===== config.mk =====
export PLATFORM = sky130hd
export DESIGN_NAME = l2_cache_arb
export DESIGN_NICKNAME = d
export VERILOG_FILES = /design/src/l2_cache_pkg.sv /design/src/l2_cache_arb.sv
export SDC_FILE = /design/constraint.sdc
export NUM_CORES = 1
export LEC_CHECK = 0
export ABC_AREA = 1
export BUFFER_PORTS_ARGS = -buffer_cell sky130_fd_sc_hd__buf_2
export CORE_AREA = 2 2 168 170
export CTS_CLUSTER_DIAMETER = 150
export DETAILED_ROUTE_END_ITERATION = 10
export DIE_AREA = 0 0 170 172
export PLACE_DENSITY = 0.33
export RECOVER_POWER = 25
export SYNTH_ARGS = -nofsm -noshare
export SYNTH_HDL_FRONTEND = slang
export SYNTH_SLANG_ARGS = --single-unit
export TNS_END_PERCENT = 20

===== constraint.sdc =====
create_clock -name clk -period 3.1 [get_ports clk]
set_input_delay 0.31 -clock clk [delete_from_list [all_inputs] [get_ports clk]]
set_output_delay 0.31 -clock clk [all_outputs]
set_load 0.005 [all_outputs]

===== src/l2_cache_pkg.sv =====
// Shared sizes, types and controller states for the two-core L2 cache
package l2_cache_pkg;
	localparam int num_cores = 2;
	localparam int l2_ways = 2;
	localparam int l2_sets = 16;
	localparam int beat_width = 32;
	localparam int beats_per_line = 4;
	localparam int counter_width = 16;
	localparam int set_bits = $clog2(l2_sets); // Low bits of a line address
	localparam int tag_bits = 8; // High bits of a line address

	typedef logic [$clog2(num_cores)-1:0] core_id_t;
	typedef logic [tag_bits+set_bits-1:0] line_addr_t;
	typedef logic [set_bits-1:0] l2_set_idx_t;
	typedef logic [tag_bits-1:0] l2_tag_t;
	typedef logic [$clog2(l2_ways)-1:0] l2_way_idx_t;
	typedef logic [beat_width-1:0] beat_t;
	typedef logic [beat_width*beats_per_line-1:0] cache_line_t; // Beat 0 in low bits
	typedef logic [counter_width-1:0] perf_count_t;

	// Line-sized request from a core
	typedef struct packed {
		logic is_store;
		line_addr_t addr;
		cache_line_t data; // Store data, ignored on loads
	} l2_req_t;

	// Response back to the requesting core
	typedef struct packed {
		core_id_t core;
		logic is_store;
		line_addr_t addr;
		cache_line_t data; // Load line or echoed store line
	} l2_rsp_t;

	typedef struct packed {
		logic is_write;
		line_addr_t addr;
	} mem_cmd_t;

	typedef enum logic [2:0] {
		idle,
		lookup, // Tag result available
		respond,
		wb_cmd, // Victim line read, start writeback
		wb_wait,
		fill_cmd,
		fill_wait,
		install
	} ctrl_state_t;
endpackage

===== src/l2_cache_arb.sv =====
// Round-robin arbiter that hands one core request at a time to the L2 controller
`timescale 1ns/1ps

module l2_cache_arb (
	input logic clk,
	input logic arst_n,
	input logic [l2_cache_pkg::num_cores-1:0] req_valid,
	input l2_cache_pkg::l2_req_t req [l2_cache_pkg::num_cores],
	output logic [l2_cache_pkg::num_cores-1:0] req_ready,
	output logic grant_valid,
	output l2_cache_pkg::l2_req_t grant,
	output l2_cache_pkg::core_id_t grant_core,
	input logic grant_take
);
	l2_cache_pkg::core_id_t prio; // Core favored in the next pick

	always_comb begin
		grant_valid = |req_valid;
		grant_core = prio;
		if (!req_valid[prio])
			grant_core = prio + 1'b1; // Other core when favored one is idle
		grant = req[grant_core];
		req_ready = '0;
		req_ready[grant_core] = grant_valid && grant_take; // Only the winner sees ready
	end

	// Pointer swings away from the core just served
	always_ff @(posedge clk or negedge arst_n) begin
		if (!arst_n)
			prio <= '0;
		else if (grant_valid && grant_take)
			prio <= grant_core + 1'b1;
	end

	// A waiting core keeps its request until it is taken
	for (genvar c = 0; c < l2_cache_pkg::num_cores; c++) begin : g_hold
		a_req_hold: assert property (@(posedge clk) disable iff (!arst_n)
			req_valid[c] && !req_ready[c] |=> req_valid[c] && $stable(req[c]));
	end
endmodule


## After elaboration in Yosys (flattened, before gate mapping)

Cells that the tools add are included.

- Magnitude comparators: 4
- Mux-type cells: 8
- $add $sub $neg: 2
- Reductions and logical operators: 3
- Bitwise operators: 2

Operator list:

| operator | number |
|---|---|
| $mux W141 | 3 |
| $lt A1 B2 Y1 const B | 2 |
| $mux W1 | 4 |
| $add A1 B1 Y1 const B | 2 |
| $and A2 B2 Y2 | 1 |
| $ge A2 B2 Y1 const B | 1 |
| $logic_and A1 B1 Y1 | 2 |
| $not A1 Y2 | 1 |
| $reduce_or A2 Y1 | 1 |
| $demux W1 S1 | 1 |
| $ge A1 B1 Y1 const B | 1 |

- Bits in registers: 1
- Output and inout port bits: 145
- Bits of input ports: 287

## Logic depth before layout (Yosys ltp)

- Depth in word-level cells: 8
- Gate-level depth with buffers: 7

## Worst setup path after synthesis

OpenSTA, ideal clock, no wires.

- Kind: reg-to-output
- From: register prio
- To: output grant[100] in the netlist's numbering
- Buffers on the path: 2
- Stages on the path, launching flop included: 8
- Data arrival time: 1.082 ns
- Setup slack: 1.708 ns
- Data required time: 2.790 ns
- Path through: dfrtp_1 -> inv_1 -> nand2_1 -> nand2_1 -> buf_4 -> buf_2 -> nand2_1 -> nand2_1

RTL lines:

| what | RTL line | text |
|---|---|---|
| from (decl) | l2_cache_arb.sv:15 | `l2_cache_pkg::core_id_t prio;` |
| from (signal assigned) | l2_cache_arb.sv:32 | `prio <= grant_core + 1'b1;` |
| to (decl) | l2_cache_arb.sv:11 | `output l2_cache_pkg::l2_req_t grant,` |

==> impl_metrics.toml <==
[clock_tree]
cts_hold_buffers = 0
clk_pin_slew_ps = 0
cts_resized = 0
cts_setup_buffers = 0
clock_latency_ps = 0

[synth]
ys_types = 10
syn_area_um2 = 1834
avgSynthCellArea_um2 = 3.894
synth-seq-cells = 1
yosys_warnings = 0
syn_inst = 471
syn_nets = 758
seq_area_frac_synth_pct = 1.364

[grt]
grt_pass1_wl_um = 19780
grt_util_all_layers_pct = 8.512
grt_max_degree = 78
first_global_vias = 3888
overflow = 0
antenna_found_initial = 2

[floorplan]
ios = 432
die_area_um2 = 29240
die_height_um = 172
rows = 61
die_w_um = 170
initial_core_util_pct = 6.676
core_um2 = 27480

[setup_path]
reg2reg_from = "prio$_DFFE_PN0P_"
critPathMaxFanout = 77
start_kind = "input pin"
worstSetupEndpointType = "output port"
reg2regPathDepth = 5
r2r_setup_slack_ps = 1960
crit_chain = "clkbuf_1 -> o21ai_0 -> buf_12 -> nand2_1 -> nand2_1 -> buf_2"
slowest_delay_ps = 700
cpLargestDelayFamily = "compound AO/OA/AOI/OAI gates"
path_buf_inv = 3
required_ps = 2790
cp_slowest_cell = "o21ai_0"
cp_common_cell = "nand2_1"
critical_path_class = "in2out"
regToRegEndpoint = "prio$_DFFE_PN0P_"
arrival_ps = 2000

[cells_and_area]
top_register = "prio"
diodes = 0
largest_register_ffs = 1
nNetsFinal = 1166
area_delta_synth_final_pct = 135.9
top_regs = "prio: 1 flops"
stdcell_area_um2 = 4328
layout-drive-gt1-share_pct = 47.66
nFillCells = 3312

[power_and_ir_drop]
ir_drop_uv = 97.04
power.density_nw_per_um2 = 270.3
power.total_w = 0.001170
power_leakage_nw = 3.019

[place]
place_congestion = 0.7265
hpwl_um = 12580
placed_cell_area_um2 = 4363
io_buffers = 431

[sta]
setup_viol = 0
worst_slew_pin_slew_ps = 864.8
rsz0062_at_grt = "no"
drv_slew = 0
max_freq_mhz = 433.4
setup_tns_ps = 0
finalCritPeriodShare_pct = 74.43
max_slew_margin_pct = 41.74
hold_ws_ps = 113.1
min_period_ps = 2307
finalHoldViolCount = 0
skew_ps = 0

[detailed_routing]
dr.pass1.iters = 4
drt-total-wl_um = 14550
drcViolationCount = 0
met2_length_um = 7693
vias_per_cell = 3.376
wl_met3_um = 1183
ant_nets = 0
drt_iter0_markers = 85
top_layer = "met5"
wl_per_cell_um = 11.90
wl_met1_um = 5549
dr_total_vias = 4129

[worst_hold_path]
min_path_type = "in2async"

[flow_run]
max_cap_viol_count = 0

[status]
status = "completed"
[kinds of logic after synthesis]
family          share of synthesized area (%)
flops                                   1.364
buf+inv                                 9.277
simple gates                            88.61
compound gates                         0.7502
[worst max path at each step]
stage	start	end	cells past startpoint
global placement	prio$_DFFE_PN0P_	grant[60]	7
floorplan	prio$_DFFE_PN0P_	grant[100]	7
CTS	prio$_DFFE_PN0P_	grant[60]	7
finish	req_valid[0]	grant[60]	6
global route	req_valid[0]	grant[60]	6
detailed placement	prio$_DFFE_PN0P_	grant[60]	7
[cell type report]
cell class | count | area (um^2) | share of cell area, %
Multi-Input combinational cell | 435 | 1643 | 37.96
Tap cell | 346 | 432.9 | 10.00
Timing Repair Buffer | 436 | 2208 | 51.03
Inverter | 5 | 18.77 | 0.4337
Sequential cell | 1 | 25.02 | 0.5782
[layer usage]
metal | up-vias | GRT usage [%]
li1 | 2192 | -
met1 | 1661 | 9.112
met2 | 264 | 18.35
met3 | 10 | 0.8469
met4 | 2 | 0.5574
met5 | - | 0
[through the flow]
| step | std cells | setup slack [ps] | utilization (%) |
|---|---|---|---|
| after detailed placement | 1223 | 1153 | 15.88 |
| final | 1223 | 792.6 | 15.75 |
| after CTS | 1223 | 1152 | 15.88 |
| after global routing | 1223 | 584.2 | 15.75 |
| after floorplan | 471 | 1708 | - |
| after global placement | 1223 | 1115 | 15.88 |
[cells in the mapped netlist]
cell type / count / share of area [%]
nor2_1: 3 / 0.61
buf_1: 1 / 0.20
nand2_1: 430 / 88
inv_1: 5 / 1.0
o21ai_0: 1 / 0.27
buf_4: 2 / 0.82
clkbuf_1: 2 / 0.41
buf_2: 25 / 6.8
o21ai_2: 1 / 0.48
dfrtp_1: 1 / 1.4
[power breakdown]
| group | switching, W | internal (W) | leakage, nW |
|---|---|---|---|
| combinational | 0.000643 | 0.000508 | 3.01 |
| sequential | 0.00000307 | 0.0000158 | 0.0124 |
| clock | 0 | 0 | 0 |
| total | 0.000646 | 0.000524 | 3.02 |
[cell usage in the layout (no fill, tap or decap)]
| cell type | instances |
|---|---|
| inv_1 | 5 |
| nand2_4 | 1 |
| dfrtp_1 | 1 |
| buf_2 | 412 |
| buf_4 | 2 |
| buf_12 | 3 |
| o21ai_0 | 2 |
| clkbuf_1 | 19 |
| nor2_1 | 3 |
| nand2_1 | 429 |
Note: power is estimated with default switching activity, not from simulation.
