## src/l2_cache_pkg.sv

```systemverilog
// Shared sizes, types and controller states for the two-core L2 cache
package l2_cache_pkg;
	localparam int num_cores = 2;
	localparam int l2_ways = 2;
	localparam int l2_sets = 16;
	localparam int beat_width = 32;
	localparam int beats_per_line = 4;
	localparam int counter_width = 16;
	localparam int set_bits = $clog2(l2_sets); // Low bits of a line address
	localparam int tag_bits = 8; // High bits of a line address

	typedef logic [$clog2(num_cores)-1:0] core_id_t;
	typedef logic [tag_bits+set_bits-1:0] line_addr_t;
	typedef logic [set_bits-1:0] l2_set_idx_t;
	typedef logic [tag_bits-1:0] l2_tag_t;
	typedef logic [$clog2(l2_ways)-1:0] l2_way_idx_t;
	typedef logic [beat_width-1:0] beat_t;
	typedef logic [beat_width*beats_per_line-1:0] cache_line_t; // Beat 0 in low bits
	typedef logic [counter_width-1:0] perf_count_t;

	// Line-sized request from a core
	typedef struct packed {
		logic is_store;
		line_addr_t addr;
		cache_line_t data; // Store data, ignored on loads
	} l2_req_t;

	// Response back to the requesting core
	typedef struct packed {
		core_id_t core;
		logic is_store;
		line_addr_t addr;
		cache_line_t data; // Load line or echoed store line
	} l2_rsp_t;

	typedef struct packed {
		logic is_write;
		line_addr_t addr;
	} mem_cmd_t;

	typedef enum logic [2:0] {
		idle,
		lookup, // Tag result available
		respond,
		wb_cmd, // Victim line read, start writeback
		wb_wait,
		fill_cmd,
		fill_wait,
		install
	} ctrl_state_t;
endpackage
```

## src/l2_cache_data.sv

```systemverilog
// Line data array of the L2 cache with one registered read port
`timescale 1ns/1ps

module l2_cache_data (
	input logic clk,
	input logic rd_en,
	input logic wr_en,
	input l2_cache_pkg::l2_set_idx_t set,
	input l2_cache_pkg::l2_way_idx_t way,
	input l2_cache_pkg::cache_line_t wdata,
	output l2_cache_pkg::cache_line_t rdata
);
	// One entry per set and way
	l2_cache_pkg::cache_line_t lines [l2_cache_pkg::l2_sets*l2_cache_pkg::l2_ways];

	always_ff @(posedge clk) begin
		if (wr_en)
			lines[{set, way}] <= wdata;
		if (rd_en)
			rdata <= lines[{set, way}]; // Held until the next read
	end

	// Controller never overlaps a fill write with a victim or hit read
	a_no_rd_wr: assert property (@(posedge clk) !(rd_en && wr_en));
endmodule

```

## config.mk

```make
export PLATFORM = sky130hd
export DESIGN_NAME = l2_cache_data
export DESIGN_NICKNAME = d
export VERILOG_FILES = /design/src/l2_cache_pkg.sv /design/src/l2_cache_data.sv
export SDC_FILE = /design/constraint.sdc
export NUM_CORES = 2
export LEC_CHECK = 0
export BUFFER_PORTS_ARGS = -buffer_cell sky130_fd_sc_hd__buf_2
export CORE_UTILIZATION = 40
export DETAILED_ROUTE_END_ITERATION = 8
export HOLD_SLACK_MARGIN = 0.08
export PLACE_DENSITY_LB_ADDON = 0.25
export RECOVER_POWER = 100
export SLEW_MARGIN = 0
export SYNTH_ARGS = -nofsm -noshare
export SYNTH_HDL_FRONTEND = slang
export SYNTH_SLANG_ARGS = --single-unit
```

## constraint.sdc

```tcl
create_clock -name clk -period 17.7 [get_ports clk]
set_clock_uncertainty 0.05 [all_clocks]
set_input_delay 3.54 -clock clk [delete_from_list [all_inputs] [get_ports clk]]
set_output_delay 3.54 -clock clk [all_outputs]
set_load 0.01 [all_outputs]
```

=== Yosys cells after proc, flatten, opt, wreduce, memory -nomap -nowiden ===
Memories as Yosys holds them, arrays and structs flattened. A register that Yosys moved wholly into a read port is not among the register bits.
Index checks and enable logic that the tools add are counted.
Widths: inputs -> output; s select.

* Logic and storage cells: 3
* Memories: 1
* Input port bits: 136
* Register bits: 0
* Bits in read-only memories: 0
* Output and inout port bits: 128
* RAM bits: 4096
* Latch bits: 0

{| class="wikitable"
|+ Memories
! memory !! words !! bits a word !! read ports !! clocked after Yosys merged registers in !! wr ports !! RTL line !! source
|-
| lines || 32 || 128 || 1 || 1 || 1 || l2_cache_data.sv:14 || <nowiki>l2_cache_pkg::cache_line_t lines [l2_cache_pkg::l2_sets*l2_cache_pkg::l2_ways];</nowiki>
|}

* Reduce and logical (&&, ||, !) cells: 0
* Add/subtract/negate cells: 0
* Muxes and demuxes: 2
* Bitwise logic cells: 0
* Equal/unequal tests: 0
* Magnitude comparators: 0
* Shifts and indexed selects: 0
* $mul: 0
* Div/mod/pow operators: 0

{| class="wikitable"
|+ Operators with widths
! cell !! count
|-
| $mux 1 || 2
|}

=== Depth between registers and ports, before layout ===
* Depth after elaboration: 2
* Gate-level depth with buffers: 8
* Mapped depth without buffers: 4

=== Worst setup path after synthesis ===
Ideal clock, no wire load.

* Kind: input -> register
* Start point: input port set[0]
* End point: memory lines[27][0] in the netlist's numbering, enable pin
* Setup slack: 3682 ps
* Stages on the path: 6
* Data required time: 16878 ps
* Arrival time: 13196 ps
* Buffers on the path: 4
* Library setup time: 772 ps
* Path through: buf_2 buf_2 buf_2 buf_2 nand3_1 nor3_1

{| class="wikitable"
|+ RTL lines
! element !! RTL line !! source
|-
| start: declaration || l2_cache_data.sv:8 || <nowiki>input l2_cache_pkg::l2_set_idx_t set,</nowiki>
|-
| end: declaration || l2_cache_data.sv:14 ||
|}

No word-level cell before the write port.

=== Worst setup path in the final report ===
* Start point: input port way
* End point: memory lines[21][65] in the netlist's numbering, enable pin

{| class="wikitable"
|+ RTL lines
! element !! RTL line !! source
|-
| start: declaration || l2_cache_data.sv:9 || <nowiki>input l2_cache_pkg::l2_way_idx_t way,</nowiki>
|}

No word-level cell before the write port.

==> flow_summary.json <==
{
  "cts_buffer_depth": 4,
  "num_rows": 230,
  "cp.depth": 5,
  "num_vias": 82230,
  "grt_use_total_pct": 22.48,
  "failed_checks": "capacitance limit, slew limit",
  "drive_above_1_share_pct": 7.734,
  "r2r_setup_slack_ps": 15420,
  "grt_max_degree": 137,
  "hold_path_class": "register to register",
  "rr_worst_depth": 4,
  "cts-buffers-inserted": 433,
  "core_area_um2": 393100,
  "max-vdd-ir-drop_uv": 87.70,
  "yosysWarnings": 0,
  "cellPowerDensity_nw_per_um2": 116.9,
  "post_cts_resized": 0,
  "worstSkewPairLatency_ps": 970,
  "hold_viol": 0,
  "synth.most_common_cell": "edfxtp_1",
  "synth_ff_type": "edfxtp_1",
  "setup_tns_ps": 0,
  "slew_violations": 3094,
  "grt_pass1_wl_um": 628800,
  "syn_inst": 8202,
  "crit_chain": "clkbuf_1 -> nand3b_1 -> nor2_1 -> clkbuf_1 -> clkbuf_1",
  "path_buf_inv": 3,
  "drtIter0Drc": 9270,
  "rsz0062_at_grt": "false",
  "r2r-end": "rdata[0]",
  "crit_path_end": "lines[21][65]",
  "critPathKind": "input pin to register",
  "post-place-ws_ps": 7939,
  "setup_viol": 0,
  "fin_ws_ps": 4072,
  "critPathLaunch": "way",
  "reg2reg_from": "lines[15][0]",
  "crit_required_ps": 18140,
  "dieArea_um2": 398200,
  "cpMaxStageDelayCell": "clkbuf_1",
  "die_w_um": 631.0,
  "syn-cell-area_um2": 158300,
  "cts_hold_buf": 0,
  "fillers": 33490,
  "path_delay_family": "buffers and inverters",
  "start_util_pct": 40.26,
  "register_area_um2": 126800,
  "cpMostUsedCell": "clkbuf_1",
  "die_y_um": 631.0,
  "gp_congestion": 0.7469,
  "fin_nets": 8752,
  "max-cap-violations": 94,
  "cp_max_fo": 35,
  "ant_nets": 0,
  "yosysSeqAreaShare_pct": 80.14,
  "hpwl_um": 215500,
  "relSlewSlack_pct": -576.0,
  "async_flop_share_pct": 0,
  "synth_area_leaders": "edfxtp_1 80%, mux2i_1 13%, o22ai_1 4.0%",
  "htreeDepth": 5,
  "clk_pin_slew_ps": 60,
  "routedWlPerCell_um": 32.34,
  "tightestPinTransition_ps": 10140,
  "cpPeakStageDelay_ps": 3180,
  "ys_top_cells_by_count": "4224 x edfxtp_1, 2048 x mux2i_1, 1024 x o22ai_1",
  "synth_fp_nets": 8338,
  "leakage_nw": 60.46,
  "critPathArrivalTime_ps": 14070,
  "cts_root_buf": "clkbuf_16",
  "synth_top_cell_by_area": "edfxtp_1",
  "synth_seq_cells": 4224,
  "grt_overflow_total": 0,
  "max_freq_ghz": 0.07338,
  "final.min_clock_period_ps": 13630,
  "viasPerCell": 5.783,
  "cts_setup_buffers": 0,
  "drt_wl_total_um": 459900,
  "multi_input_area_um2": 29500,
  "numClockSinks": 4224,
  "synth_area_per_cell_um2": 19.30,
  "grt_pass1_vias": 80110,
  "finalCritPeriodShare_pct": 76.99,
  "synth-edff-count": 4224,
  "antenna_found_initial": 87,
  "pin_count": 264,
  "area_growth_pct": 13.05,
  "synth_top_area_share_pct": 80.14,
  "synth_cell_types": 20,
  "io_buffers": 263,
  "status": "complete, but fails checks",
  "drcViolationCount": 0,
  "drt_first_pass_iters": 5,
  "start_kind": "input pin",
  "cts_tree": "done",
  "critPathCaptureType": "register"
}
-- logic make-up after synthesis --
group | after synthesis | synth area share (%)
buf+inv | 461 | 1.309
simple gates | 445 | 1.546
flops | 4224 | 80.14
mux | 2048 | 12.95
compound gates | 1024 | 4.048
-- worst reg2reg max path: stages, from the launching register on --
cell and delay (ps):
edfxtp_1 370, mux2i_1 210, o22ai_1 150, nor4_1 880
nand2_1 280
-- where the power goes --
group / switching [mW] / total [mW] / internal (mW)
logic: 0.603 / 0.858 / 0.255
clock network: 3.83 / 8.82 / 4.99
registers: 0.0498 / 11.2 / 11.2
total: 4.48 / 20.9 / 16.4
-- final cells by class --
class / count / share of cell area [%]
repair buffers: 440 / 1.325
multi-input cells: 3517 / 16.49
well taps: 5220 / 3.650
clock buffers: 536 / 6.320
flip-flops and latches: 4224 / 70.90
clock inverters: 256 / 1.285
diodes: 26 / 0.03636
-- stage by stage --
stage | hold WS (ps) | total power [mW] | cell area (µm²) | std cells | util (%)
finish | 651.1 | 20.91 | 178900 | 14220 | 45.51
floorplan | 601.5 | 11.88 | 158300 | 8202 | -
CTS | 663.0 | 21.04 | 179700 | 14190 | 45.72
detailed placement | 657.8 | 12.31 | 166100 | 13400 | 42.26
global route | 704.9 | 21.47 | 178900 | 14210 | 45.51
global placement | 647.3 | 12.29 | 166100 | 13400 | 42.26
-- placed cells by master, fill, tap and decap left out, types with 5 or more instances in the layout --
cell,count
clkinvlp_4,6
edfxtp_1,4224
bufinv_16,31
nand2_1,130
mux2i_1,2048
buf_4,73
diode_2,26
clkbuf_1,435
clkinv_16,6
clkbuf_16,437
buf_12,27
nor2_4,7
nand4bb_4,5
inv_16,9
clkinv_2,65
clkinv_1,121
o22ai_1,1024
nor2_1,22
inv_6,10
nor4_1,256
-- metal layers --
metal,track usage (%),vias up,wire length [µm]
met1,29.85,43380,186400
met5,0,-,373
met3,4.611,780,36680
met2,37.16,3417,222200
met4,7.085,58,14250
li1,-,34600,-
-- worst min-delay path by stage --
stage,start,cells past startpoint,slack [ps],end
final,lines[11][26],4,650,rdata[26]
after global placement,lines[13][44],4,650,rdata[44]
after detailed placement,lines[21][20],4,660,rdata[20]
after floorplan,lines[21][126],4,600,rdata[126]
after CTS,lines[21][24],4,660,rdata[24]
after global routing,lines[21][20],4,700,rdata[20]
-- registers in the layout, indices dropped and copies added (netlist names) --
signal / cells
lines: 4096
rdata: 128
Power figures use the tool's default switching activity.
