`src/l2_cache_pkg.sv`:
```
// Shared sizes, types and controller states for the two-core L2 cache
package l2_cache_pkg;
	localparam int num_cores = 2;
	localparam int l2_ways = 2;
	localparam int l2_sets = 16;
	localparam int beat_width = 32;
	localparam int beats_per_line = 4;
	localparam int counter_width = 16;
	localparam int set_bits = $clog2(l2_sets); // Low bits of a line address
	localparam int tag_bits = 8; // High bits of a line address

	typedef logic [$clog2(num_cores)-1:0] core_id_t;
	typedef logic [tag_bits+set_bits-1:0] line_addr_t;
	typedef logic [set_bits-1:0] l2_set_idx_t;
	typedef logic [tag_bits-1:0] l2_tag_t;
	typedef logic [$clog2(l2_ways)-1:0] l2_way_idx_t;
	typedef logic [beat_width-1:0] beat_t;
	typedef logic [beat_width*beats_per_line-1:0] cache_line_t; // Beat 0 in low bits
	typedef logic [counter_width-1:0] perf_count_t;

	// Line-sized request from a core
	typedef struct packed {
		logic is_store;
		line_addr_t addr;
		cache_line_t data; // Store data, ignored on loads
	} l2_req_t;

	// Response back to the requesting core
	typedef struct packed {
		core_id_t core;
		logic is_store;
		line_addr_t addr;
		cache_line_t data; // Load line or echoed store line
	} l2_rsp_t;

	typedef struct packed {
		logic is_write;
		line_addr_t addr;
	} mem_cmd_t;

	typedef enum logic [2:0] {
		idle,
		lookup, // Tag result available
		respond,
		wb_cmd, // Victim line read, start writeback
		wb_wait,
		fill_cmd,
		fill_wait,
		install
	} ctrl_state_t;
endpackage
```
`src/l2_perf_counters.sv`:
```
// Saturating hit, miss and writeback event counters of the L2 cache
`timescale 1ns/1ps

module l2_perf_counters (
	input logic clk,
	input logic arst_n,
	input logic ev_hit,
	input logic ev_miss,
	input logic ev_wb,
	output l2_cache_pkg::perf_count_t perf_hits,
	output l2_cache_pkg::perf_count_t perf_misses,
	output l2_cache_pkg::perf_count_t perf_writebacks
);
	logic [2:0] ev;
	l2_cache_pkg::perf_count_t cnt [3];

	assign ev = {ev_wb, ev_miss, ev_hit};

	always_ff @(posedge clk or negedge arst_n) begin
		if (!arst_n) begin
			for (int i = 0; i < 3; i++)
				cnt[i] <= '0;
		end else begin
			for (int i = 0; i < 3; i++)
				if (ev[i] && cnt[i] != '1)
					cnt[i] <= cnt[i] + 1'b1; // Sticks at all ones
		end
	end

	assign perf_hits = cnt[0];
	assign perf_misses = cnt[1];
	assign perf_writebacks = cnt[2];
endmodule

```
`config.mk`:
```
export PLATFORM = sky130hd
export DESIGN_NAME = l2_perf_counters
export DESIGN_NICKNAME = d
export VERILOG_FILES = /design/src/l2_cache_pkg.sv /design/src/l2_perf_counters.sv
export SDC_FILE = /design/constraint.sdc
export NUM_CORES = 1
export LEC_CHECK = 0
export BUFFER_PORTS_ARGS = -buffer_cell sky130_fd_sc_hd__buf_2
export CAP_MARGIN = 25
export CELL_PAD_IN_SITES_DETAIL_PLACEMENT = 1
export CELL_PAD_IN_SITES_GLOBAL_PLACEMENT = 2
export CORE_MARGIN = 5
export CORE_UTILIZATION = 34
export DETAILED_ROUTE_END_ITERATION = 7
export HOLD_SLACK_MARGIN = 0.1
export PLACE_DENSITY = 0.82
export SETUP_SLACK_MARGIN = 0.02
export SLEW_MARGIN = 20
export SYNTH_ARGS = -nofsm -noshare
export SYNTH_HDL_FRONTEND = slang
export SYNTH_SLANG_ARGS = --single-unit
```
`constraint.sdc`:
```
create_clock -name clk -period 2.4 [get_ports clk]
set_clock_uncertainty 0.15 [all_clocks]
set_input_delay 0.36 -clock clk [delete_from_list [all_inputs] [get_ports clk]]
set_output_delay 0.36 -clock clk [all_outputs]
set_load 0.01 [all_outputs]
```
* Word-level counts from Yosys, hierarchy flattened *
Index checks and enable logic that the tools add are counted.

operators by class
  $lt $le $gt $ge = 0
  bitwise operators = 0
  eq/ne operators = 3
  $mul = 0
  shift-type cells = 0
  add/sub/neg operators = 3
  reduce and logical (&&, ||, !) cells = 3
  div/mod/pow operators = 0
  mux-type cells = 0

operator list
  kind                   count
  $add 16x1->16 const B  3
  $ne 16x16->1 const B   3
  $logic_and 1x1->1      3

word-level totals
  latch bits = 0
  bits in read-only memories = 0
  bits in writable memories = 0
  logic and storage cells = 12
  output and inout bits = 48
  memories kept = 0
  register bits after elaboration = 48

* Logic depth before layout (Yosys ltp) *
  word-level depth = 2
  mapped depth = 5
  gate-level depth less buffers = 5

* Worst setup path after synthesis *
OpenSTA, ideal clock, no wires.

  path kind = register -> register
  start point = reg cnt (netlist bit perf_writebacks[0])
  end point = reg cnt (netlist bit perf_writebacks[1])
  library setup time = 125 ps
  setup slack = 539 ps
  stages on the path, launching flop included = 6
  data arrival time = 1586 ps
  buffers on the path = 0
  path through = dfrtp_1 ha_1 nand4_1 nor4_4 a21boi_2 mux2_4

between the ends
  cells in the longest elaborated chain, start to end = 2

ends and longest elaborated chain
  element                                                RTL line                source
  start, declared                                        l2_perf_counters.sv:15  l2_cache_pkg::perf_count_t cnt [3];
  start signal, assigned by index                        l2_perf_counters.sv:26  cnt[i] <= cnt[i] + 1'b1;
  branches (longest 2 deep; another with $add 16x1->16)  -

Several ways; the timed one is not identified.
A chain may end at the register's enable or synchronous reset.

* Worst setup path after layout *
Ends and elaborated chain as after synthesis.

==> results.sh <==
export IMPL_antenna_found_initial=0
export IMPL_min_to="perf_misses[0]$_DFFE_PN0P_"
export IMPL_cp_arrival_ns=2.03
export IMPL_setup_viol=0
export IMPL_synth_edf_count=0
export IMPL_overflow=0
export IMPL_synthArstFlopShare_pct=100.0
export IMPL_clk_latency_ns=0.30
export IMPL_r2r_setup_slack_ns=0.42
export IMPL_track_usage_pct=13.95
export IMPL_worstSetupPathType="reg2reg"
export IMPL_hpwl_mm=4.481
export IMPL_fin_crit_sh_pct=82.57
export IMPL_cpPeakStageDelay_ns=0.42
export IMPL_syn_area_mm2=0.002411
export IMPL_crit_fanout=9
export IMPL_dpl_cell_count=373
export IMPL_crit_path_end_kind="flip-flop"
export IMPL_cts_root_buf="clkbuf_8"
export IMPL_cts_resized=0
export IMPL_io_buffers=52
export IMPL_cts_max_level=2
export IMPL_critPathBufInv=0
export IMPL_cts_hold_buffers=1
export IMPL_fp_row_count=30
export IMPL_drive_gt1_share_pct=28.42
export IMPL_num_vias=1992
export IMPL_routed_via_density=5.228
export IMPL_timing_rr_start="perf_writebacks[0]$_DFFE_PN0P_"
export IMPL_place_gp_congestion=0.7963
export IMPL_diodes=0
export IMPL_start_util_pct=35.29
export IMPL_slew_limit_headroom_pct=62.07
export IMPL_finalNonFillerCells=381
export IMPL_drt_wl_total_mm=5.809
export IMPL_worstMarginPinSlew_ns=0.5642
export IMPL_synth_most_common_cell="dfrtp_1"
export IMPL_worstHoldStart="ev_miss"
export IMPL_hold_path_class="in2reg"
export IMPL_r2r_end="perf_writebacks[1]$_DFFE_PN0P_"
export IMPL_final_cell_area_mm2=0.002894
export IMPL_powerDensity_mw_per_mm2=830.6
export IMPL_p_leak_nw=1.342
export IMPL_power_mw=2.404
export IMPL_cpMaxStageDelayCell="dfrtp_1"
export IMPL_cts_tree="done"
export IMPL_min_period_ns=1.982
export IMPL_synth_area_leaders="dfrtp_1 (50%), xnor2_1 (5.1%), xor2_1 (5.1%)"
export IMPL_status="complete, no violations"
export IMPL_rsz0062_at_grt="false"
export IMPL_synth_seq_cells=48
export IMPL_nNetsFinal=293
export IMPL_wl_per_cell_um=15.25
export IMPL_rr_worst_depth=5
export IMPL_die_w_um=94.21
export IMPL_crit_family="simple AND/OR/NAND/NOR gates"
export IMPL_clock_fmax_mhz=504.6
export IMPL_hold_viol=0
export IMPL_placed_cell_area_mm2=0.002806
export IMPL_die_area_mm2=0.008876
export IMPL_crit_chain="ha_1 > nand4_1 > nor4_4 > a21boi_2 > mux2_4"
export IMPL_io_pins=53
export IMPL_worstPathRequired_ns=2.45
export IMPL_holdWs_ns=0.2080
export IMPL_ys_warnings_count=0
export IMPL_cts_setup_buffers=0
export IMPL_critPathLaunch="perf_writebacks[0]$_DFFE_PN0P_"
export IMPL_ys_seq_area_share_pct=49.82
export IMPL_min_path_cells=3
export IMPL_final_max_slew_viol_count=0
export IMPL_cp_start_kind="flip-flop"
export IMPL_cts_buffers=5
export IMPL_antenna_left=0
export IMPL_worstSetupPathDepth=5
export IMPL_drt_initial_drc_count=75
export IMPL_grt_pass1_wl_mm=9.949
export IMPL_grt_max_degree=24
export IMPL_area_delta_synth_final_pct=20.03
export IMPL_firstDrtPassIters=4
export IMPL_die_y_um=94.21
export IMPL_synth_nets=231
export IMPL_clock_path_buffers=2
export IMPL_drv_cap=0
export IMPL_clk_pin_slew_ns=0.09
export IMPL_clock_sinks=48
export IMPL_syn_avg_cell_area_um2=10.81
export IMPL_synth_cell_types=39
export IMPL_vdd_drop_max_v=0.0004290
export IMPL_grt_pass1_vias=2053
export IMPL_synth_top_area_share_pct=49.82
export IMPL_core_area_mm2=0.006832
export IMPL_drc=0
export IMPL_fin_tns_setup_ns=0
export IMPL_ys_flop_type="dfrtp_1"
export IMPL_synthCells=223
export IMPL_yosys_area_top_type="dfrtp_1"
export IMPL_yosys_top_cells_count="dfrtp_1 (48), nand4_1 (18), nor2_1 (16), xnor2_1 (14), xor2_1 (14)"
-- worst max path at each step --
stage	endpoint	slack (ns)
6_report	perf_writebacks[1]$_DFFE_PN0P_	0.42
5_1_grt	perf_writebacks[1]$_DFFE_PN0P_	0.29
4_1_cts	perf_writebacks[1]$_DFFE_PN0P_	0.42
3_5_place_dp	perf_writebacks[1]$_DFFE_PN0P_	0.45
3_3_place_gp	perf_writebacks[1]$_DFFE_PN0P_	0.46
2_1_floorplan	perf_writebacks[1]$_DFFE_PN0P_	0.54
-- where the power goes --
| group | leakage [nW] | switching (mW) | internal (mW) |
|---|---|---|---|
| Clock | 0.0410 | 0.268 | 0.199 |
| Sequential | 0.624 | 0.256 | 0.984 |
| Combinational | 0.677 | 0.377 | 0.320 |
-- layer usage --
metal  track usage (%)  up-vias  wire length (um)
li1                  -      962                 -
met1             18.13      982              2707
met2             22.87       44              2748
met3             3.846        4               310
met4             3.490        0                43
met5                 0        -                 0
-- area by class of cell --
type                            count  area, um^2
Sequential cell                    48        1201
Tap cell                           96       120.1
Clock inverter                      1       5.005
Fill cell                         801        3938
Inverter                            5       18.77
Clock buffer                        6       72.57
Timing Repair Buffer               55       285.3
Multi-Input combinational cell    170        1191
-- metrics by stage --
stage	worst slack, ns	utilization (%)
after floorplan	0.5394	-
after global placement	0.4625	41.08
after detailed placement	0.4458	41.08
after CTS	0.4234	42.36
after global routing	0.2889	42.36
final	0.4183	42.36
-- registers in the layout, summed over array words and instances, names as in the netlist --
signal / cells
perf_writebacks: 16
perf_hits: 16
perf_misses: 16
-- logic make-up after synthesis --
family                     share of synthesized area [%]
and+or+nand+nor                                    25.27
DFF                                                49.82
AOI/OAI and AO/OA                                  8.977
xor gates and xnor gates                           10.17
muxes                                              3.425
buffers and inverters                             0.7785
adders and majority gates                          1.557
-- worst register-to-register path: cells and delay by family (launching register included) --
kind / cells / cell delay (ns)
AOI/OAI and AO/OA: 1 / 0.15
adders and majority gates: 1 / 0.25
DFF: 1 / 0.42
muxes: 1 / 0.31
and+or+nand+nor: 2 / 0.59
-- cell usage in the layout (no fill, tap or decap), drive strengths merged, types with 8 or more instances in the layout --
cell type	instances
xor2	14
nor2	16
and3	8
a21oi	11
nand4	20
buf	54
nand2	13
nor4	9
dfrtp	48
nand3	15
xnor2	14
(Power assumes the default switching activity.)
