===== config.mk =====
export PLATFORM = sky130hd
export DESIGN_NAME = l2_cache_tag
export DESIGN_NICKNAME = d
export VERILOG_FILES = /design/src/l2_cache_pkg.sv /design/src/l2_cache_tag.sv
export SDC_FILE = /design/constraint.sdc
export NUM_CORES = 1
export LEC_CHECK = 0
export BUFFER_PORTS_ARGS = -buffer_cell sky130_fd_sc_hd__buf_2
export CORE_AREA = 2 2 226 228
export CTS_CLUSTER_SIZE = 40
export DETAILED_ROUTE_END_ITERATION = 16
export DIE_AREA = 0 0 228 230
export PLACE_DENSITY = 0.41
export SETUP_SLACK_MARGIN = 0.02
export SYNTH_ARGS = -nofsm -noshare
export SYNTH_HDL_FRONTEND = slang
export SYNTH_SLANG_ARGS = --single-unit

===== constraint.sdc =====
create_clock -name clk -period 3.9 [get_ports clk]
set_input_delay 0.195 -clock clk [delete_from_list [all_inputs] [get_ports clk]]
set_output_delay 0.195 -clock clk [all_outputs]
set_load 0.03 [all_outputs]

===== src/l2_cache_pkg.sv =====
// Shared sizes, types and controller states for the two-core L2 cache
package l2_cache_pkg;
	localparam int num_cores = 2;
	localparam int l2_ways = 2;
	localparam int l2_sets = 16;
	localparam int beat_width = 32;
	localparam int beats_per_line = 4;
	localparam int counter_width = 16;
	localparam int set_bits = $clog2(l2_sets); // Low bits of a line address
	localparam int tag_bits = 8; // High bits of a line address

	typedef logic [$clog2(num_cores)-1:0] core_id_t;
	typedef logic [tag_bits+set_bits-1:0] line_addr_t;
	typedef logic [set_bits-1:0] l2_set_idx_t;
	typedef logic [tag_bits-1:0] l2_tag_t;
	typedef logic [$clog2(l2_ways)-1:0] l2_way_idx_t;
	typedef logic [beat_width-1:0] beat_t;
	typedef logic [beat_width*beats_per_line-1:0] cache_line_t; // Beat 0 in low bits
	typedef logic [counter_width-1:0] perf_count_t;

	// Line-sized request from a core
	typedef struct packed {
		logic is_store;
		line_addr_t addr;
		cache_line_t data; // Store data, ignored on loads
	} l2_req_t;

	// Response back to the requesting core
	typedef struct packed {
		core_id_t core;
		logic is_store;
		line_addr_t addr;
		cache_line_t data; // Load line or echoed store line
	} l2_rsp_t;

	typedef struct packed {
		logic is_write;
		line_addr_t addr;
	} mem_cmd_t;

	typedef enum logic [2:0] {
		idle,
		lookup, // Tag result available
		respond,
		wb_cmd, // Victim line read, start writeback
		wb_wait,
		fill_cmd,
		fill_wait,
		install
	} ctrl_state_t;
endpackage

===== src/l2_cache_tag.sv =====
// Tag store for the L2 cache with hit detection, victim choice and LRU tracking
`timescale 1ns/1ps

module l2_cache_tag (
	input logic clk,
	input logic arst_n,
	input logic lookup_en,
	input l2_cache_pkg::line_addr_t lookup_addr,
	output logic hit,
	output l2_cache_pkg::l2_way_idx_t hit_way,
	output l2_cache_pkg::l2_way_idx_t victim_way,
	output logic victim_dirty,
	output l2_cache_pkg::l2_tag_t victim_tag,
	input logic install_en,
	input l2_cache_pkg::l2_way_idx_t install_way,
	input logic install_dirty,
	input logic touch_en,
	input l2_cache_pkg::l2_way_idx_t touch_way,
	input logic mark_dirty_en
);
	logic [l2_cache_pkg::l2_ways-1:0] valid [l2_cache_pkg::l2_sets];
	logic [l2_cache_pkg::l2_ways-1:0] dirty [l2_cache_pkg::l2_sets];
	l2_cache_pkg::l2_way_idx_t lru [l2_cache_pkg::l2_sets]; // Way to evict next
	l2_cache_pkg::l2_tag_t tag_mem [l2_cache_pkg::l2_sets][l2_cache_pkg::l2_ways];
	l2_cache_pkg::l2_set_idx_t set_q; // Set of the last lookup
	l2_cache_pkg::l2_tag_t tag_q;
	logic [l2_cache_pkg::l2_ways-1:0] match;

	// Results follow the registered lookup address
	always_comb begin
		hit_way = '0;
		for (int w = 0; w < l2_cache_pkg::l2_ways; w++) begin
			match[w] = valid[set_q][w] && tag_mem[set_q][w] == tag_q;
			if (match[w])
				hit_way = l2_cache_pkg::l2_way_idx_t'(w);
		end
		hit = |match;
		victim_way = lru[set_q];
		for (int w = l2_cache_pkg::l2_ways - 1; w >= 0; w--)
			if (!valid[set_q][w])
				victim_way = l2_cache_pkg::l2_way_idx_t'(w); // Lowest free way wins
		victim_dirty = dirty[set_q][victim_way]; // Only valid lines are ever dirty
		victim_tag = tag_mem[set_q][victim_way];
	end

	always_ff @(posedge clk or negedge arst_n) begin
		if (!arst_n) begin
			set_q <= '0;
			tag_q <= '0;
			for (int s = 0; s < l2_cache_pkg::l2_sets; s++) begin
				valid[s] <= '0;
				dirty[s] <= '0;
				lru[s] <= '0;
			end
		end else begin
			if (lookup_en) begin
				set_q <= lookup_addr[l2_cache_pkg::set_bits-1:0];
				tag_q <= lookup_addr[l2_cache_pkg::set_bits +: l2_cache_pkg::tag_bits];
			end
			if (install_en) begin
				valid[set_q][install_way] <= 1'b1;
				dirty[set_q][install_way] <= install_dirty; // Store miss installs dirty
			end
			if (mark_dirty_en)
				dirty[set_q][hit_way] <= 1'b1;
			if (touch_en)
				lru[set_q] <= ~touch_way; // Other way becomes LRU
		end
	end

	always_ff @(posedge clk)
		if (install_en)
			tag_mem[set_q][install_way] <= tag_q;

	a_single_hit: assert property (@(posedge clk) disable iff (!arst_n)
		$onehot0(match));
endmodule


======== Word-level counts from Yosys, hierarchy flattened ========
Memory sizes are Yosys's and may differ from the RTL's.
Cells that the tools add are included.
cells by class
  order comparisons ....................... 10
  equality and inequality tests ........... 2
  muxes and demuxes ....................... 35
  bitwise logic cells ..................... 6
  reductions and logical operators ........ 7
operators with widths
  cell                number
  $mux 32             2
  $or 32x32->32       2
  $bwmux 32           1
  $mux 8              4
  $bmux 2 s4          2
  $bwmux 16           1
  $demux 2 s4         2
  $eq 8x8->1          2
  $mux 16             1
  $mux 2              6
  $mux 1              11
  $demux 8 s1         1
  $logic_and 1x1->1   6
  $lt 1x2->1 const B  3
  $ge 5x5->1 const B  1
  $lt 5x1->1 const B  1
  $not 4->5           1
  $bmux 1 s4          1
  $demux 1 s4         1
  $ge 2x2->1 const B  2
  $not 1->2           2
  $demux 1 s1         2
  $ge 1x1->1 const B  2
  $lt 2x1->1 const B  1
  2 further kinds     2
storage, ports and cells
  bits in registers ....................... 92
  memory bits (writable) .................. 256
  bits of input ports ..................... 21
  memories kept ........................... 1
memory list
  name     depth  bits a word  read ports  clocked after Yosys merged registers in  wr ports  RTL line            RTL
  tag_mem  16     16           1           0                                        1         l2_cache_tag.sv:24  l2_cache_pkg::l2_tag_t tag_mem [l2_cache_pkg::l2_sets][l2_cache_pkg::l2_ways];

======== Depth between registers and ports, before layout ========
  depth in word-level cells ............... 14
  mapped depth ............................ 13

======== Least setup slack after synthesis ========
No wires, ideal clock.
  path type ............................... flip-flop to output port
  start point ............................. register set_q[0]
  end point ............................... output victim_tag[0]
  arrival time ............................ 3.617 ns
  data required time ...................... 3.705 ns
  setup slack ............................. 0.088 ns
  cell stages (with the launch flop) ...... 9
  cells stage by stage .................... dfrtp_1 > buf_2 > buf_1 > buf_2 > mux4_2 > mux4_2 > o21ai_2 > inv_1 > o21ai_0
between the ends
  word-level cells in the longest chain between the ends .. 10
RTL lines
  what                                                                        RTL line                                RTL
  start: declaration                                                          l2_cache_tag.sv:25                      l2_cache_pkg::l2_set_idx_t set_q;
  start signal: assignment                                                    l2_cache_tag.sv:57                      set_q <= lookup_addr[l2_cache_pkg::set_bits-1:0];
  $not 4->5 (implied by the code) (*)                                         l2_cache_tag.sv:38, l2_cache_tag.sv:40
  $bmux 1 s4 / $bmux 2 s4 (equally long branches)                             l2_cache_tag.sv:38, l2_cache_tag.sv:40
  $mux 1 (implied by the code) / $mux 2 (equally long branches) (2 in a row)  l2_cache_tag.sv:38, l2_cache_tag.sv:40
  $mux 1                                                                      l2_cache_tag.sv:40                      if (!valid[set_q][w])
  $mux 1 (*)                                                                  l2_cache_tag.sv:40
  named net victim_way                                                        l2_cache_tag.sv:11                      output l2_cache_pkg::l2_way_idx_t victim_way,
  $not 1->2 (implied by the code) (*)                                         l2_cache_tag.sv:43                      victim_tag = tag_mem[set_q][victim_way];
  $mux 8 (implied by the code) (*) (3 in a row)                               l2_cache_tag.sv:43
  end: declaration                                                            l2_cache_tag.sv:13                      output l2_cache_pkg::l2_tag_t victim_tag,
The timed path passes the listed nets; every way through them passes the cells marked *. The select of a mux whose other input is x is not followed.

======== Final worst setup path ========
  start point ............................. register set_q[0]
  end point ............................... output hit
between the ends
  word-level cells in the longest chain between the ends .. 6
RTL lines
  what                                                                   RTL line            RTL
  parallel branches: the longest is 5 deep, another holds $mem_v2 16x16  n/a
  $reduce_or 2->1 (*)                                                    l2_cache_tag.sv:37  hit = |match;
  end: declaration                                                       l2_cache_tag.sv:9   output logic hit,
Every way passes the cells marked *. The select of a mux whose other input is x is not followed.

==> metrics <==
worst slew pin tran 1120 ps; share of cells above drive strength 1 35.4%; final setup TNS 0 ps; initial antenna violation count 0; Post-route DRC 0; Sw Share 26.8%; Post-Syn Nets 909; die span in y 230 um; endpoints failing hold 0; most frequent cell after synthesis edfxtp_1; Starting Density 29.9%; Post-layout nets 1030; top_reg_cell synth edfxtp_1; total global-route track usage 16.6%; Setup crit end kind primary output; WL final 43100 um; Hold/Removal Path Class in -> reg; Leak Pwr 6.21 nW; Worst Path Required 3700 ps; Num CTS Buffers 42; mean routed wirelength per cell 25.2 um; # H-tree levels 2; Clock Root Buffer clkbuf_16; critical path class reg -> out; top cell type's share of synthesized area 51.6%; fillers 4732; clock-pin slew on the worst setup and hold paths 50 ps; ys async rst share 26.4%; crit path time final 3770 ps; Detailed Route Iter0 Violations 670; Post-Synthesis Cell Area 14900 um2; Register Area 10000 um2; DP Area 16200 um2; Core Rows 82; Final Skew 17.9 ps; vias in the first global route 8672; final estimated routing congestion in global placement 0.778; Pint 7.48 mW; slowest CP cell dfrtp_4; Comb power frac 17.4%; DP HPWL 26900 um; CP Cell Sequence buf_4 -> clkbuf_16 -> mux4_2 -> mux2_2 -> o21ai_0 -> buf_4 -> xnor2_1 -> nor3_1 -> nand4_1 -> o21ai_2 -> buf_4 -> buf_2; critical path's largest stage delay 550 ps; Synth top cells by count 256 x edfxtp_1, 92 x dfrtp_1, 87 x mux4_2; GR Overflow Total 0; Worst Path Max Fanout 14; first-pass GRT wire length 63100 um; Switch Pwr 2.73 mW; core area 49900 um2; outcome finished, final reports clean; post-synth top area cell edfxtp_1; CP arrival 3580 ps; Crit path top cell by count buf_4; Max-Cap Viols 0; crit start category flip-flop; via/cell ratio 4.94; Buffers on Ports 32; power per cell area 567 nW/um2; Post-DRT Antenna Nets 0; Pins Over Slew Limit 0; RSZ-0062 raised after global routing false; largest net degree at the start of global routing 66; crit share post-route 96.7%; syn_area_per_cell 16.8 um2; Die X-Extent 228 um; Peak supply drop 0.258 mV; post-synth cell types 49; Die ar. 52400 um2; highest clock rate 265 MHz; synthesis-to-layout area growth 20.8%; Setup violations, final 0; post-synthesis sequential area ratio 67.0%; via count 8466; Final Cell Area 18000 um2; Yosys reg bits 348; io pins 33; Flop pwr share 43.8%; Clock Latency Late Sink 570 ps; TritonCTS clock tree built; area of the multi-input gates 4670 um2; clock buffer depth 3; post-synthesis cell count 888; synth top area cells edfxtp_1 52%, dfrtp_1 15%, mux4_2 13%; Synth warnings 0; drt pass-1 iters 5; Post-synth EDFFs 256; CTS sink count 348; Slew HR 24.8%; clock network power share 38.8%
[critical path: cells and delay by family, from the launching register on]
| family | cells | cell delay [ps] |
|---|---|---|
| buffers and inverters | 5 | 900 |
| multiplexers | 2 | 800 |
| flip-flops | 1 | 550 |
| AND/OR/NAND/NOR | 2 | 380 |
| AO/OA/AOI/OAI | 2 | 300 |
| XOR/XNOR | 1 | 70 |
[timing repair]
action | 4_1_cts | 5_1_grt
hold buffers | 14 | 0
pin swaps | 0 | 2
gates cloned | 0 | 2
resized for setup | 8 | 17
endpoints found under the setup margin | 8 | 5
buffers inserted | 4 | 8
endpoints found under the hold margin | 76 | 0
[final timing paths]
kind                                            start               endpoint  slack, ps  cells past startpoint
min in group asynchronous                      arst_n  valid[19]$_DFFE_PN0P_        330                      2
worst min register to register  valid[23]$_DFFE_PN0P_  valid[23]$_DFFE_PN0P_        460                      1
worst min-delay path                        touch_way     lru[7]$_DFFE_PN0P_        110                      2
max in group asynchronous                      arst_n    dirty[11]$_DFF_PN0_       2700                      3
worst max register to register   set_q[2]$_DFFE_PN0P_    dirty[31]$_DFF_PN0_        320                     10
worst max-delay path             set_q[0]$_DFFE_PN0P_                    hit        130                     12
[cells in the final DEF (no fill, tap or decap), types with 5 or more instances in the layout]
cell / Yosys / layout
nor3_1: 7 / 6
dfrtp_1: 92 / 88
inv_1: 7 / 7
o22ai_1: 6 / 6
buf_4: 2 / 77
a31oi_1: 17 / 16
xnor2_1: 14 / 14
mux2_2: 37 / 37
mux4_1: 5 / 5
o22a_1: 16 / 16
clkinv_1: 0 / 8
bufinv_16: 0 / 5
edfxtp_1: 256 / 256
clkinv_2: 0 / 10
mux4_2: 87 / 87
nand2_1: 43 / 43
nor2b_1: 6 / 6
clkbuf_16: 0 / 44
a21oi_1: 38 / 38
nor2_1: 66 / 65
mux2i_1: 26 / 23
o21ai_0: 25 / 22
or2_2: 33 / 33
dlygate4sd3_1: 0 / 14
nand3_1: 8 / 8
a21oi_2: 10 / 10
buf_2: 14 / 31
clkbuf_1: 28 / 5
[power by group through the flow]
stage | sequential (mW) | clock (mW) | combinational [mW]
after floorplan | 4.51 | 0 | 1.11
after global routing | 4.50 | 4.21 | 1.90
after global placement | 4.57 | 0 | 1.67
after CTS | 4.49 | 4.06 | 1.74
after detailed placement | 4.57 | 0 | 1.68
final | 4.48 | 3.96 | 1.78
[flip-flops by register name (all words and copies together) (netlist names)]
name,flops
tag_mem,256
dirty,32
valid,32
set_q,4
tag_q,8
lru,16
[layer usage]
metal  share of wire (%)  wire, um  GRT usage, %
met2                  46     19600          25.3
met3                 3.9      1660          2.60
met5                   0         0             0
met1                  49     21000          24.6
met4                 1.9       810          4.55
[area by class of cell]
cell class	count	area share, %
Sequential cell	348	55.6
Multi-Input combinational cell	479	25.9
Clock buffer	51	6.25
Timing Repair Buffer	131	5.96
Tap cell	672	4.67
Clock inverter	26	1.47
Inverter	7	0.146
Antenna cell	1	0.0139
[stage by stage]
stage          hold slack (ps)  cells  util (%)  setup WS, ps  power (mW)
6_report                   108   1715      36.1           127        10.2
5_1_grt                    112   1714      36.1          12.6        10.6
4_1_cts                   72.0   1704      35.7          2.79        10.3
3_5_place_dp               415   1609      32.5           300        6.25
3_3_place_gp               406   1609      32.5           282        6.24
2_1_floorplan             -101    888         -          87.9        5.62
[cell families (layout without fill, tap and decap cells)]
logic type / Yosys count / after routing / share of synthesized area [%]
flops: 348 / 348 / 67.0
compound gates: 128 / 128 / 5.59
simple gates: 177 / 177 / 5.54
xor+xnor: 18 / 18 / 1.06
other cells: 0 / 1 / 0
mux: 156 / 156 / 18.6
buf+inv: 61 / 215 / 2.13
Power figures use the tool's default switching activity.
